$ cat config.mk
export PLATFORM = sky130hd
export DESIGN_NAME = tcdm_cluster
export DESIGN_NICKNAME = d
export VERILOG_FILES = /design/src/logic/tcdm_pkg.sv /design/src/logic/tcdm_req_port.sv /design/src/logic/tcdm_bank_node.sv /design/src/logic/tcdm_resp_port.sv /design/src/logic/tcdm_cluster.sv
export VERILOG_INCLUDE_DIRS = /design/src /design/src/logic
export SDC_FILE = /design/constraint.sdc
export NUM_CORES = 2
export LEC_CHECK = 0
export BUFFER_PORTS_ARGS = -buffer_cell sky130_fd_sc_hd__buf_2
export CORE_ASPECT_RATIO = 1.5
export CORE_UTILIZATION = 38
export CTS_BUF_LIST = sky130_fd_sc_hd__clkbuf_4 sky130_fd_sc_hd__clkbuf_8
export CTS_CLUSTER_SIZE = 40
export DETAILED_ROUTE_END_ITERATION = 6
export GPL_TIMING_DRIVEN = 0
export PLACE_DENSITY = 0.53
export SLEW_MARGIN = 20
export SYNTH_ARGS = -nofsm -noshare
export SYNTH_HDL_FRONTEND = slang
export SYNTH_SLANG_ARGS = --single-unit
$ cat constraint.sdc
create_clock -name clk_i -period 10.25 [get_ports clk_i]
set_input_delay 1.025 -clock clk_i [delete_from_list [all_inputs] [get_ports clk_i]]
set_output_delay 1.025 -clock clk_i [all_outputs]
set_load 0.02 [all_outputs]
$ cat src/logic/tcdm_params.svh
// Build constants for the cluster; only four groups and a queue depth of at least one are legal
`ifndef TCDM_PARAMS_SVH
`define TCDM_PARAMS_SVH

// Number of groups, one bank and one requester each
`define TCDM_NUM_GROUPS 4

// Width of a data word
`define TCDM_DATA_W 32

// Row index inside one bank, 16 words per bank
`define TCDM_ROW_W 4

// Group id, also the width of a link direction
`define TCDM_GROUP_W 2

// Requester tag carried back with the response
`define TCDM_TAG_W 2

// Entries in each request queue
`define TCDM_QUEUE_DEPTH 2

`endif

$ cat src/logic/tcdm_pkg.sv
// Shared types; word addresses interleave groups in the low bits, so consecutive words change bank
`default_nettype none
`include "tcdm_params.svh"

package tcdm_pkg;

  typedef logic [`TCDM_DATA_W-1:0] data_t;
  typedef logic [`TCDM_ROW_W-1:0] row_t;
  typedef logic [`TCDM_GROUP_W-1:0] group_id_t;

  // Target group in bits 1:0, row above it
  typedef logic [`TCDM_ROW_W+`TCDM_GROUP_W-1:0] addr_t;

  // Source group XOR target group, 0 is local
  typedef logic [`TCDM_GROUP_W-1:0] dir_t;

  typedef logic [`TCDM_TAG_W-1:0] tag_t;

  // Round-robin pick, first valid input at or after ptr
  function automatic dir_t rr_pick(input logic [`TCDM_NUM_GROUPS-1:0] valid, input dir_t ptr);
    dir_t idx;
    dir_t pick;
    pick = ptr;
    // Walk from the far end so the nearest valid input wins
    for (int i = `TCDM_NUM_GROUPS - 1; i >= 0; i--) begin
      idx = ptr + dir_t'(i);
      if (valid[idx]) begin
        pick = idx;
      end
    end
    return pick;
  endfunction

endpackage : tcdm_pkg

`default_nettype wire

$ cat src/logic/tcdm_req_port.sv
// Request queue of one group; only the head is offered, so a stalled bank also holds later requests
`timescale 1ns/1ps
`default_nettype none
`include "tcdm_params.svh"

module tcdm_req_port (
  input  logic                                        clk_i,
  input  logic                                        reset_i,
  input  tcdm_pkg::group_id_t                         group_id_i,
  // Requester side
  input  logic                                        req_valid_i,
  output logic                                        req_ready_o,
  input  tcdm_pkg::addr_t                             req_addr_i,
  input  logic                                        req_wen_i,
  input  tcdm_pkg::data_t                             req_wdata_i,
  input  tcdm_pkg::tag_t                              req_tag_i,
  // One link per direction
  output logic            [`TCDM_NUM_GROUPS-1:0]      link_valid_o,
  input  logic            [`TCDM_NUM_GROUPS-1:0]      link_ready_i,
  output tcdm_pkg::row_t  [`TCDM_NUM_GROUPS-1:0]      link_row_o,
  output logic            [`TCDM_NUM_GROUPS-1:0]      link_wen_o,
  output tcdm_pkg::data_t [`TCDM_NUM_GROUPS-1:0]      link_wdata_o,
  output tcdm_pkg::tag_t  [`TCDM_NUM_GROUPS-1:0]      link_tag_o
);

  localparam int unsigned DEPTH = `TCDM_QUEUE_DEPTH;
  localparam int unsigned PTR_W = (DEPTH > 1) ? $clog2(DEPTH) : 1;
  localparam int unsigned CNT_W = $clog2(DEPTH + 1);

  tcdm_pkg::addr_t q_addr [DEPTH];
  logic            q_wen [DEPTH];
  tcdm_pkg::data_t q_wdata [DEPTH];
  tcdm_pkg::tag_t  q_tag [DEPTH];

  logic [PTR_W-1:0] wr_ptr_q;
  logic [PTR_W-1:0] rd_ptr_q;
  logic [CNT_W-1:0] count_q;
  logic             not_empty;
  logic             push;
  logic             pop;
  tcdm_pkg::addr_t  head_addr;
  tcdm_pkg::dir_t   head_dir;

  function automatic logic [PTR_W-1:0] ptr_next(input logic [PTR_W-1:0] ptr);
    return (ptr == PTR_W'(DEPTH - 1)) ? '0 : ptr + 1'b1;
  endfunction

  assign req_ready_o = (count_q != CNT_W'(DEPTH));
  assign push        = req_valid_i && req_ready_o;
  assign not_empty   = (count_q != '0);

  // Head decode, link direction from the target group field
  assign head_addr = q_addr[rd_ptr_q];
  assign head_dir  = head_addr[`TCDM_GROUP_W-1:0] ^ group_id_i;
  assign pop       = not_empty && link_ready_i[head_dir];

  always_comb begin
    for (int d = 0; d < `TCDM_NUM_GROUPS; d++) begin
      link_valid_o[d] = not_empty && (head_dir == tcdm_pkg::dir_t'(d));
      link_row_o[d]   = head_addr[`TCDM_ROW_W+`TCDM_GROUP_W-1:`TCDM_GROUP_W];
      link_wen_o[d]   = q_wen[rd_ptr_q];
      link_wdata_o[d] = q_wdata[rd_ptr_q];
      link_tag_o[d]   = q_tag[rd_ptr_q];
    end
  end

  always_ff @(posedge clk_i) begin
    if (reset_i) begin
      wr_ptr_q <= '0;
      rd_ptr_q <= '0;
      count_q  <= '0;
    end else begin
      if (push) begin
        wr_ptr_q <= ptr_next(wr_ptr_q);
      end
      if (pop) begin
        rd_ptr_q <= ptr_next(rd_ptr_q);
      end
      if (push && !pop) begin
        count_q <= count_q + 1'b1;
      end else if (pop && !push) begin
        count_q <= count_q - 1'b1;
      end
    end
  end

  // Entry payload
  always_ff @(posedge clk_i) begin
    if (push) begin
      q_addr[wr_ptr_q]  <= req_addr_i;
      q_wen[wr_ptr_q]   <= req_wen_i;
      q_wdata[wr_ptr_q] <= req_wdata_i;
      q_tag[wr_ptr_q]   <= req_tag_i;
    end
  end

endmodule : tcdm_req_port

`default_nettype wire

$ cat src/logic/tcdm_bank_node.sv
// Bank of one group; one grant per cycle and no new grant until the pending response is taken
`timescale 1ns/1ps
`default_nettype none
`include "tcdm_params.svh"

module tcdm_bank_node (
  input  logic                                   clk_i,
  input  logic                                   reset_i,
  input  tcdm_pkg::group_id_t                    group_id_i,
  // Request links, indexed by arrival direction
  input  logic            [`TCDM_NUM_GROUPS-1:0] link_valid_i,
  output logic            [`TCDM_NUM_GROUPS-1:0] link_ready_o,
  input  tcdm_pkg::row_t  [`TCDM_NUM_GROUPS-1:0] link_row_i,
  input  logic            [`TCDM_NUM_GROUPS-1:0] link_wen_i,
  input  tcdm_pkg::data_t [`TCDM_NUM_GROUPS-1:0] link_wdata_i,
  input  tcdm_pkg::tag_t  [`TCDM_NUM_GROUPS-1:0] link_tag_i,
  // Response links, same direction as the request came in on
  output logic            [`TCDM_NUM_GROUPS-1:0] rsp_valid_o,
  input  logic            [`TCDM_NUM_GROUPS-1:0] rsp_ready_i,
  output tcdm_pkg::data_t [`TCDM_NUM_GROUPS-1:0] rsp_rdata_o,
  output tcdm_pkg::tag_t  [`TCDM_NUM_GROUPS-1:0] rsp_tag_o
);

  localparam int unsigned NUM_ROWS = 2 ** `TCDM_ROW_W;

  tcdm_pkg::data_t bank_q [NUM_ROWS];

  // Arbiter
  tcdm_pkg::dir_t  rr_ptr_q;
  tcdm_pkg::dir_t  winner;
  logic            any_valid;
  logic            can_grant;
  logic            grant;

  // Granted request
  tcdm_pkg::row_t  g_row;
  logic            g_wen;
  tcdm_pkg::data_t g_wdata;
  tcdm_pkg::tag_t  g_tag;

  // Response register
  logic            rsp_valid_q;
  tcdm_pkg::data_t rsp_rdata_q;
  tcdm_pkg::tag_t  rsp_tag_q;
  tcdm_pkg::dir_t  rsp_dir_q;
  logic            rsp_fire;

  assign any_valid = |link_valid_i;
  assign winner    = tcdm_pkg::rr_pick(link_valid_i, rr_ptr_q);

  // A response leaving on this edge frees the register for the next grant
  assign rsp_fire  = rsp_valid_q && rsp_ready_i[rsp_dir_q];
  assign can_grant = !rsp_valid_q || rsp_fire;
  assign grant     = can_grant && any_valid;

  assign g_row   = link_row_i[winner];
  assign g_wen   = link_wen_i[winner];
  assign g_wdata = link_wdata_i[winner];
  assign g_tag   = link_tag_i[winner];

  always_comb begin
    for (int d = 0; d < `TCDM_NUM_GROUPS; d++) begin
      link_ready_o[d] = grant && (winner == tcdm_pkg::dir_t'(d));
      rsp_valid_o[d]  = rsp_valid_q && (rsp_dir_q == tcdm_pkg::dir_t'(d));
      rsp_rdata_o[d]  = rsp_rdata_q;
      rsp_tag_o[d]    = rsp_tag_q;
    end
  end

  // Pointer starts at the group id so the four banks begin with different favourites
  always_ff @(posedge clk_i) begin
    if (reset_i) begin
      rr_ptr_q    <= group_id_i;
      rsp_valid_q <= 1'b0;
    end else begin
      if (grant) begin
        rr_ptr_q    <= winner + 1'b1;
        rsp_valid_q <= 1'b1;
      end else if (rsp_fire) begin
        rsp_valid_q <= 1'b0;
      end
    end
  end

  // Register file, cleared to zero by reset
  always_ff @(posedge clk_i) begin
    if (reset_i) begin
      for (int r = 0; r < NUM_ROWS; r++) begin
        bank_q[r] <= '0;
      end
    end else if (grant && g_wen) begin
      bank_q[g_row] <= g_wdata;
    end
  end

  // Read data sampled on the grant edge, writes answer with zero
  always_ff @(posedge clk_i) begin
    if (grant) begin
      rsp_rdata_q <= g_wen ? '0 : bank_q[g_row];
      rsp_tag_q   <= g_tag;
      // Source is this group XOR winner, so the return link index is winner itself
      rsp_dir_q   <= winner;
    end
  end

endmodule : tcdm_bank_node

`default_nettype wire

$ cat src/logic/tcdm_resp_port.sv
// Response collector of one group; one output register, responses leave in arbitration order
`timescale 1ns/1ps
`default_nettype none
`include "tcdm_params.svh"

module tcdm_resp_port (
  input  logic                                   clk_i,
  input  logic                                   reset_i,
  // Response links from the four banks, indexed by direction
  input  logic            [`TCDM_NUM_GROUPS-1:0] rsp_valid_i,
  output logic            [`TCDM_NUM_GROUPS-1:0] rsp_ready_o,
  input  tcdm_pkg::data_t [`TCDM_NUM_GROUPS-1:0] rsp_rdata_i,
  input  tcdm_pkg::tag_t  [`TCDM_NUM_GROUPS-1:0] rsp_tag_i,
  // Requester side
  output logic                                   resp_valid_o,
  input  logic                                   resp_ready_i,
  output tcdm_pkg::data_t                        resp_rdata_o,
  output tcdm_pkg::tag_t                         resp_tag_o
);

  tcdm_pkg::dir_t  rr_ptr_q;
  tcdm_pkg::dir_t  winner;
  logic            any_valid;
  logic            can_load;
  logic            load;

  logic            out_valid_q;
  tcdm_pkg::data_t out_rdata_q;
  tcdm_pkg::tag_t  out_tag_q;

  assign any_valid = |rsp_valid_i;
  assign winner    = tcdm_pkg::rr_pick(rsp_valid_i, rr_ptr_q);

  // Empty, or being emptied on this edge
  assign can_load = !out_valid_q || resp_ready_i;
  assign load     = can_load && any_valid;

  always_comb begin
    for (int d = 0; d < `TCDM_NUM_GROUPS; d++) begin
      rsp_ready_o[d] = load && (winner == tcdm_pkg::dir_t'(d));
    end
  end

  assign resp_valid_o = out_valid_q;
  assign resp_rdata_o = out_rdata_q;
  assign resp_tag_o   = out_tag_q;

  always_ff @(posedge clk_i) begin
    if (reset_i) begin
      rr_ptr_q    <= '0;
      out_valid_q <= 1'b0;
    end else begin
      if (load) begin
        rr_ptr_q    <= winner + 1'b1;
        out_valid_q <= 1'b1;
      end else if (resp_ready_i) begin
        out_valid_q <= 1'b0;
      end
    end
  end

  // Held while the requester stalls
  always_ff @(posedge clk_i) begin
    if (load) begin
      out_rdata_q <= rsp_rdata_i[winner];
      out_tag_q   <= rsp_tag_i[winner];
    end
  end

endmodule : tcdm_resp_port

`default_nettype wire

$ cat src/logic/tcdm_cluster.sv
// Four-group cluster only; each port array is indexed by group id, link d joins g and g XOR d
`timescale 1ns/1ps
`default_nettype none
`include "tcdm_params.svh"

module tcdm_cluster (
  input  logic                                   clk_i,
  input  logic                                   reset_i,
  // Request channels
  input  logic            [`TCDM_NUM_GROUPS-1:0] req_valid_i,
  output logic            [`TCDM_NUM_GROUPS-1:0] req_ready_o,
  input  tcdm_pkg::addr_t [`TCDM_NUM_GROUPS-1:0] req_addr_i,
  input  logic            [`TCDM_NUM_GROUPS-1:0] req_wen_i,
  input  tcdm_pkg::data_t [`TCDM_NUM_GROUPS-1:0] req_wdata_i,
  input  tcdm_pkg::tag_t  [`TCDM_NUM_GROUPS-1:0] req_tag_i,
  // Response channels
  output logic            [`TCDM_NUM_GROUPS-1:0] resp_valid_o,
  input  logic            [`TCDM_NUM_GROUPS-1:0] resp_ready_i,
  output tcdm_pkg::data_t [`TCDM_NUM_GROUPS-1:0] resp_rdata_o,
  output tcdm_pkg::tag_t  [`TCDM_NUM_GROUPS-1:0] resp_tag_o
);

  localparam int unsigned NG = `TCDM_NUM_GROUPS;

  // Request links at the source, [group][direction]
  logic            [NG-1:0][NG-1:0] rq_valid;
  logic            [NG-1:0][NG-1:0] rq_ready;
  tcdm_pkg::row_t  [NG-1:0][NG-1:0] rq_row;
  logic            [NG-1:0][NG-1:0] rq_wen;
  tcdm_pkg::data_t [NG-1:0][NG-1:0] rq_wdata;
  tcdm_pkg::tag_t  [NG-1:0][NG-1:0] rq_tag;

  // Request links at the bank, [bank][direction]
  logic            [NG-1:0][NG-1:0] bk_valid;
  logic            [NG-1:0][NG-1:0] bk_ready;
  tcdm_pkg::row_t  [NG-1:0][NG-1:0] bk_row;
  logic            [NG-1:0][NG-1:0] bk_wen;
  tcdm_pkg::data_t [NG-1:0][NG-1:0] bk_wdata;
  tcdm_pkg::tag_t  [NG-1:0][NG-1:0] bk_tag;

  // Response links leaving the bank
  logic            [NG-1:0][NG-1:0] bk_rsp_valid;
  logic            [NG-1:0][NG-1:0] bk_rsp_ready;
  tcdm_pkg::data_t [NG-1:0][NG-1:0] bk_rsp_rdata;
  tcdm_pkg::tag_t  [NG-1:0][NG-1:0] bk_rsp_tag;

  // Response links arriving at the requester's group
  logic            [NG-1:0][NG-1:0] rp_valid;
  logic            [NG-1:0][NG-1:0] rp_ready;
  tcdm_pkg::data_t [NG-1:0][NG-1:0] rp_rdata;
  tcdm_pkg::tag_t  [NG-1:0][NG-1:0] rp_tag;

  for (genvar g = 0; g < NG; g++) begin : gen_groups
    tcdm_req_port u_req_port (
      .clk_i        (clk_i                       ),
      .reset_i      (reset_i                     ),
      .group_id_i   (tcdm_pkg::group_id_t'(g)    ),
      .req_valid_i  (req_valid_i[g]              ),
      .req_ready_o  (req_ready_o[g]              ),
      .req_addr_i   (req_addr_i[g]               ),
      .req_wen_i    (req_wen_i[g]                ),
      .req_wdata_i  (req_wdata_i[g]              ),
      .req_tag_i    (req_tag_i[g]                ),
      .link_valid_o (rq_valid[g]                 ),
      .link_ready_i (rq_ready[g]                 ),
      .link_row_o   (rq_row[g]                   ),
      .link_wen_o   (rq_wen[g]                   ),
      .link_wdata_o (rq_wdata[g]                 ),
      .link_tag_o   (rq_tag[g]                   )
    );

    tcdm_bank_node u_bank_node (
      .clk_i        (clk_i                       ),
      .reset_i      (reset_i                     ),
      .group_id_i   (tcdm_pkg::group_id_t'(g)    ),
      .link_valid_i (bk_valid[g]                 ),
      .link_ready_o (bk_ready[g]                 ),
      .link_row_i   (bk_row[g]                   ),
      .link_wen_i   (bk_wen[g]                   ),
      .link_wdata_i (bk_wdata[g]                 ),
      .link_tag_i   (bk_tag[g]                   ),
      .rsp_valid_o  (bk_rsp_valid[g]             ),
      .rsp_ready_i  (bk_rsp_ready[g]             ),
      .rsp_rdata_o  (bk_rsp_rdata[g]             ),
      .rsp_tag_o    (bk_rsp_tag[g]               )
    );

    tcdm_resp_port u_resp_port (
      .clk_i        (clk_i                       ),
      .reset_i      (reset_i                     ),
      .rsp_valid_i  (rp_valid[g]                 ),
      .rsp_ready_o  (rp_ready[g]                 ),
      .rsp_rdata_i  (rp_rdata[g]                 ),
      .rsp_tag_i    (rp_tag[g]                   ),
      .resp_valid_o (resp_valid_o[g]             ),
      .resp_ready_i (resp_ready_i[g]             ),
      .resp_rdata_o (resp_rdata_o[g]             ),
      .resp_tag_o   (resp_tag_o[g]               )
    );
  end : gen_groups

  // Direction 0 local, 1 east, 2 north, 3 northeast
  for (genvar g = 0; g < NG; g++) begin : gen_links
    for (genvar d = 0; d < NG; d++) begin : gen_dir
      assign bk_valid[g ^ d][d] = rq_valid[g][d];
      assign bk_row[g ^ d][d]   = rq_row[g][d];
      assign bk_wen[g ^ d][d]   = rq_wen[g][d];
      assign bk_wdata[g ^ d][d] = rq_wdata[g][d];
      assign bk_tag[g ^ d][d]   = rq_tag[g][d];
      assign rq_ready[g][d]     = bk_ready[g ^ d][d];

      // Bank g answers on the direction the request arrived on
      assign rp_valid[g ^ d][d] = bk_rsp_valid[g][d];
      assign rp_rdata[g ^ d][d] = bk_rsp_rdata[g][d];
      assign rp_tag[g ^ d][d]   = bk_rsp_tag[g][d];
      assign bk_rsp_ready[g][d] = rp_ready[g ^ d][d];
    end : gen_dir
  end : gen_links

  if (NG != 4) begin : gen_chk_groups
    $fatal(1, "[tcdm_cluster] The cluster only works with four groups.");
  end

  if (`TCDM_QUEUE_DEPTH < 1) begin : gen_chk_depth
    $fatal(1, "[tcdm_cluster] The request queue needs at least one entry.");
  end

endmodule : tcdm_cluster

`default_nettype wire

======== Word-level counts from Yosys, hierarchy flattened ========
Memories as Yosys holds them, arrays and structs flattened. A register that Yosys moved wholly into a read port is not among the register bits.
Cells that the tools add are included.
W data, S select, Z words.
storage, ports and cells
  logic and storage cells ................. 637
  output and inout bits ................... 144
  input bits .............................. 174
  register bits ........................... 192
  memories kept ........................... 20
  bits in writable memories ............... 2,376
memory list
  memory                            depth  width  rd ports  clocked after Yosys merged registers in  write ports  RTL line              text
  gen_groups[0].u_bank_node.bank_q  16     32     1         1                                        16           tcdm_bank_node.sv:26  tcdm_pkg::data_t bank_q [NUM_ROWS];
  gen_groups[1].u_bank_node.bank_q  16     32     1         1                                        16           tcdm_bank_node.sv:26
  gen_groups[2].u_bank_node.bank_q  16     32     1         1                                        16           tcdm_bank_node.sv:26
  gen_groups[3].u_bank_node.bank_q  16     32     1         1                                        16           tcdm_bank_node.sv:26
  gen_groups[0].u_req_port.q_wdata  2      32     1         1                                        1            tcdm_req_port.sv:32   tcdm_pkg::data_t q_wdata [DEPTH];
  gen_groups[1].u_req_port.q_wdata  2      32     1         1                                        1            tcdm_req_port.sv:32
  +14 memories                      -      -      -         -                                        -            -
operators by class
  equality and inequality tests ........... 52
  bitwise operators ....................... 3
  add/sub/neg operators ................... 48
  reductions and logical operators ........ 164
  magnitude comparators ................... 48
  multiplexer cells ....................... 258
operators with widths
  cell                   count
  $bmux W32 S2           8
  $mux W32               12
  $lt A2 B3 Y1 const B   48
  $reduce_or A32 Y1      4
  $mux W1                126
  $logic_and A1 B1 Y1    96
  $mux W2                48
  $bmux W1 S2            44
  $eq A2 B2 Y1 const B   32
  $add A2 B1 Y2 const B  20
  $add A2 B2 Y2 const B  16
  $bmux W2 S2            8
  $bmux W4 S2            4
  $eq A2 B1 Y1 const B   16
  $logic_not A2 Y1       16
  $mux W4                8
  $reduce_bool A2 Y1     16
  $reduce_or A4 Y1       8
  $logic_not A1 Y1       16
  $add A1 B1 Y1 const B  8
  $logic_or A1 B1 Y1     8
  $ne A2 B2 Y1 const B   4
  $sub A2 B1 Y2 const B  4
  $not A1 Y1             2
  $not A2 Y2             1

======== Depth between registers and ports, before layout ========
  depth after elaboration ................. 22
  mapped depth ............................ 17
  gate-level depth less buffers ........... 14

======== Cells and area by module ========
Synthesis repeated with hierarchy kept, for this count alone.
second synthesis, totals
  cells, all modules ...................... 10,317
  area, all modules ....................... 127,459.7 µm²
modules (own cells, without submodules)
  module                                           area each (µm²)  cells each  instances  seq. area each (µm²)
  tcdm_bank_node at gen_groups[2].u_bank_node ...  25,403.1         2,115       2          16,535.9
  tcdm_bank_node at gen_groups[1].u_bank_node      25,325.5         1,980       1          16,535.9
  tcdm_bank_node at gen_groups[0].u_bank_node      25,215.4         2,097       1          16,535.9
  tcdm_req_port                                    4,129.0          279         4          2,562.5
  tcdm_resp_port                                   2,397.3          223         4          1,081.0
  tcdm_cluster                                     7.5              2           1          0.0

======== Least setup slack after synthesis ========
OpenSTA, ideal clock, no wires.
  kind .................................... in2reg
  start point ............................. input port resp_ready_i[2]
  end point ............................... memory gen_groups[2].u_bank_node.bank_q[13][0] in the netlist's numbering, enable pin
  cell stages on the path ................. 9
  data arrival time ....................... 5.657 ns
  setup slack ............................. 4.199 ns
  data required time ...................... 9.856 ns
  path buffers ............................ 0
  library setup time ...................... 0.394 ns
  cell sequence ........................... inv_1 a21oi_2 inv_1 o32a_1 a41oi_2 nand3_1 nor3_1 nand2_1 nand2b_1
RTL lines
  what             RTL line              text
  start, declared  tcdm_cluster.sv:18    input logic [`TCDM_NUM_GROUPS-1:0] resp_ready_i,
  end, declared    tcdm_bank_node.sv:26

==> impl_results.rst <==
.. list-table::
   :header-rows: 1

   * - Metric
     - Value
   * - IO Pins
     - 318
   * - Total buffers and inverters traversed by the critical path
     - 3
   * - Number of warning messages in the yosys log
     - 0
   * - WP data required
     - 11020 ps
   * - H-tree depth reported by CTS
     - 5
   * - Final hold viol count
     - 0
   * - Worst Reg-to-Reg Cells
     - 13
   * - Via count of the first global-routing pass
     - roughly 84000
   * - Net count, final
     - roughly 11000
   * - Core area
     - around 320000 um^2
   * - Max_cap viols
     - 0
   * - Chip Height
     - ~700 um
   * - Non-filler cells, final
     - between 15000 and 20000
   * - Number of nets in the synthesized netlist
     - 9818
   * - Endpoint class of the critical path
     - register
   * - Longest Clk Path Bufs
     - 4
   * - Avg Cell Area, Syn
     - between 10 and 15 um^2
   * - Antenna violations before repair
     - 60
   * - Cell at the root of the clock tree
     - sky130_fd_sc_hd__clkbuf_8
   * - Tightest slew margin relative to the limit
     - 7.69%
   * - Worst R2R Setup Slack
     - approximately 3500 ps
   * - Library cell appearing most often on the critical path
     - sky130_fd_sc_hd__mux2i_1
   * - Global-route wire length before repair
     - 646 mm
   * - Via count
     - 84400
   * - Post-CTS Hold Buffers
     - 0
   * - Clock tree from TritonCTS
     - built
   * - Critical path startpoint category
     - register
   * - Count of distinct cell types in the synthesized netlist
     - 80
   * - Result of the run
     - finished, final reports clean
   * - Fin Clk Skew
     - roughly 130 ps
   * - Maximum fanout encountered on the critical timing path
     - 10
   * - Wire per inst
     - between 30 and 40 um
   * - Worst hold path class
     - primary input to register
   * - Fraction of layout instances using a drive strength above 1
     - about 17%
   * - Die footprint
     - roughly 320000 um^2
   * - Ys async rst share
     - 0%
   * - Final antenna-violating net count
     - 0
   * - Total standard cell area after synthesis
     - 121000 um^2
   * - Sum Neg Setup Slack
     - 0 ps
   * - Number of buffers inserted during clock tree synthesis
     - 415
   * - Hpwl dp
     - 363 mm
   * - Number of search-and-repair iterations in the first detailed-routing pass
     - 6
   * - Cell-by-cell trace of the critical path
     - buf_2 > mux2i_1 > nor3_2 > o311ai_1 > o2111ai_4 > buf_2 > mux2i_1 > mux2i_1 > nand3_1 > clkbuf_1 > o22ai_1 > a31oi_1 > a21oi_1
   * - Detailed Route WL
     - 475 mm
   * - Setup repair after global routing missed its margin
     - false
   * - Slew Limit Fails
     - 0
   * - Width of the die
     - 463 um
   * - Placed Cells incl. Taps
     - 14300
   * - Worst Hold Path Cells
     - 1
   * - Worst hold path endpoint
     - gen_groups[2].u_req_port.q_wdata[1][3]
   * - Longest individual stage delay on the worst path
     - 1080 ps
   * - Main synth FF type
     - sky130_fd_sc_hd__edfxtp_1
   * - Actual slew at the worst max-slew pin
     - 1350 ps
   * - Critical path arrival
     - between 7000 and 8000 ps
   * - Library cell occupying the most area in the post-synthesis netlist
     - sky130_fd_sc_hd__edfxtp_1
   * - Worst-case setup slack after placement
     - approximately 3800 ps
   * - Later-pin clock latency in the skew report
     - 1140 ps
   * - Slowest stage cell on the critical path
     - sky130_fd_sc_hd__mux2i_1
   * - Flip-flop and latch area
     - 80600 um^2
   * - Worst flop-to-flop path endpoint
     - gen_groups[3].u_bank_node.rsp_rdata_q[21]
   * - Max Clk Rate
     - between 100 and 150 MHz
   * - Hold Path Origin
     - req_wdata_i[67]
   * - Area growth from synthesis to layout
     - 15.8%
   * - Smallest setup slack after layout
     - ~3500 ps
   * - Port-buffer cells
     - 317
   * - Post-cts sizing count
     - 0
   * - Post-CTS setup buffer count
     - 0
   * - Iteration-0 DRC Markers
     - 9218
   * - Period utilization
     - about 66%
   * - Post-synthesis instance total
     - 9624
   * - Final estimated routing congestion in global placement
     - 0.948
   * - Overflow after GRT
     - 0
   * - Post-synth top area share
     - 65.9%
   * - Number of synthesized flops with an enable pin
     - 2656
   * - Type of the worst setup path
     - register to register
   * - Avg Vias per Cell
     - 5.59
   * - Clk sink count
     - 2700
   * - Clock-pin slew on the worst setup and hold paths
     - roughly 70 ps
   * - Multi-input logic area
     - between 30000 and 40000 um^2
   * - Number of synthesized register bits
     - 2700
   * - Largest net degree at the start of global routing
     - 43
   * - Dominant cells by area after synthesis
     - sky130_fd_sc_hd__edfxtp_1 66%, sky130_fd_sc_hd__mux2i_1 9.5%, sky130_fd_sc_hd__nor2_1 6.5%
   * - Min Hold Slack
     - 82.8 ps
   * - Sequential cell area fraction in the yosys report
     - 66.6%
   * - Final Setup Violations
     - 0
   * - Post-layout min period
     - 6770 ps
   * - Fillers
     - approximately 30000
   * - Number of remaining DRC errors
     - 0
   * - Crit-path leading delay family
     - compound AO/OA/AOI/OAI gates
   * - Effective utilization at floorplan
     - 38.2%
   * - Number of placement rows
     - 253
   * - All-Layer GR Usage
     - about 29%
synthesized netlist by cell type (15+ instances only):
master and count:
sky130_fd_sc_hd__buf_2 297, sky130_fd_sc_hd__nor3_1 16, sky130_fd_sc_hd__a21oi_1 139, sky130_fd_sc_hd__nand2_1 1332
sky130_fd_sc_hd__and2_1 39, sky130_fd_sc_hd__a211oi_1 43, sky130_fd_sc_hd__o22ai_1 130, sky130_fd_sc_hd__clkbuf_1 383
sky130_fd_sc_hd__a31oi_1 256, sky130_fd_sc_hd__dfxtp_1 44, sky130_fd_sc_hd__ha_1 20, sky130_fd_sc_hd__nor2_1 2110
sky130_fd_sc_hd__buf_4 30, sky130_fd_sc_hd__and3_1 141, sky130_fd_sc_hd__mux4_2 154, sky130_fd_sc_hd__nand2b_1 74
sky130_fd_sc_hd__mux2_2 26, sky130_fd_sc_hd__nand4_1 52, sky130_fd_sc_hd__mux2i_1 1152, sky130_fd_sc_hd__o21ai_0 22
sky130_fd_sc_hd__edfxtp_1 2656, sky130_fd_sc_hd__nand3_1 243, sky130_fd_sc_hd__inv_1 22, sky130_fd_sc_hd__nor3_2 15
sky130_fd_sc_hd__buf_1 41
cells in the final DEF (no fill, tap or decap), drive strengths merged, types with 8 or more instances in the layout:
| cell type | instances |
|---|---|
| a31oi | 256 |
| mux2i | 1158 |
| o211ai | 12 |
| xor2 | 13 |
| nand3b | 8 |
| o22ai | 130 |
| mux4 | 154 |
| a21oi | 141 |
| clkinvlp | 10 |
| and3 | 141 |
| o21ai | 25 |
| nor4 | 14 |
| buf | 839 |
| a41oi | 15 |
| nor2 | 2111 |
| inv | 32 |
| dfxtp | 44 |
| edfxtp | 2656 |
| mux2 | 27 |
| and2 | 39 |
| nand2 | 1332 |
| nor3 | 31 |
| o221ai | 11 |
| bufinv | 10 |
| ha | 20 |
| nand4 | 52 |
| diode | 30 |
| a211oi | 43 |
| nand2b | 74 |
| nand3 | 244 |
| clkinv | 183 |
| clkbuf | 927 |
logic make-up after synthesis:
kind of cell	Yosys count	share of synthesized area [%]
fa+ha+maj	20	0.207
compound gates	679	3.59
mux	1339	12.7
simple gates	4089	13.9
xor+xnor	17	0.123
buf+inv	780	2.82
flops	2700	66.6
final cells by class:
cell class	count	share of cell area, %
Clock inverter	207	0.873
Multi-Input combinational cell	6144	27.2
Buffer	752	2.39
Sequential cell	2700	57.5
Inverter	28	0.0794
Timing Repair Buffer	470	3.34
Antenna cell	30	0.0535
Clock buffer	544	4.80
Tap cell	4207	3.75
state kept, by name, summed over array words and instances (netlist names), 16 cells and up, named ones only:
name / cells
gen_groups.u_bank_node.bank_q: 2048
gen_groups.u_req_port.q_tag: 16
gen_groups.u_bank_node.rsp_rdata_q: 128
gen_groups.u_resp_port.resp_rdata_o: 128
gen_groups.u_req_port.q_addr: 48
gen_groups.u_req_port.q_wdata: 256
through the flow:
step | area (um^2) | utilization, %
detailed placement | 132000 | 41.8
global route | 140000 | 44.3
CTS | 140000 | 44.3
floorplan | 121000 | -
global placement | 128000 | 40.4
finish | 140000 | 44.3
how the worst max path moves through the flow:
stage,end,slack (ps),cells after the start,startpoint
global route,gen_groups[0].u_bank_node.rsp_rdata_q[20],3680,12,register
finish,gen_groups[3].u_bank_node.rsp_rdata_q[21],3480,13,register
floorplan,gen_groups[2].u_bank_node.bank_q[13][0],4200,9,resp_ready_i[2]
CTS,gen_groups[3].u_bank_node.bank_q[6][19],3770,13,gen_groups[3].u_bank_node.rsp_dir_q[0]
detailed placement,gen_groups[3].u_bank_node.bank_q[6][25],3790,13,gen_groups[3].u_bank_node.rsp_dir_q[0]
global placement,gen_groups[2].u_bank_node.bank_q[9][17],-700,11,gen_groups[1].u_bank_node.rsp_dir_q[1]
metal layers:
layer	share of wire, %	track usage [%]	up-vias
li1	-	-	36600
met1	36	32.8	42500
met2	49	48.9	4168
met3	7.4	5.19	1095
met4	8.4	20.8	22
met5	0.030	0	-
Power is not shown: default switching activity piles up to over one toggle a cycle in this logic, so the estimate is an artifact.
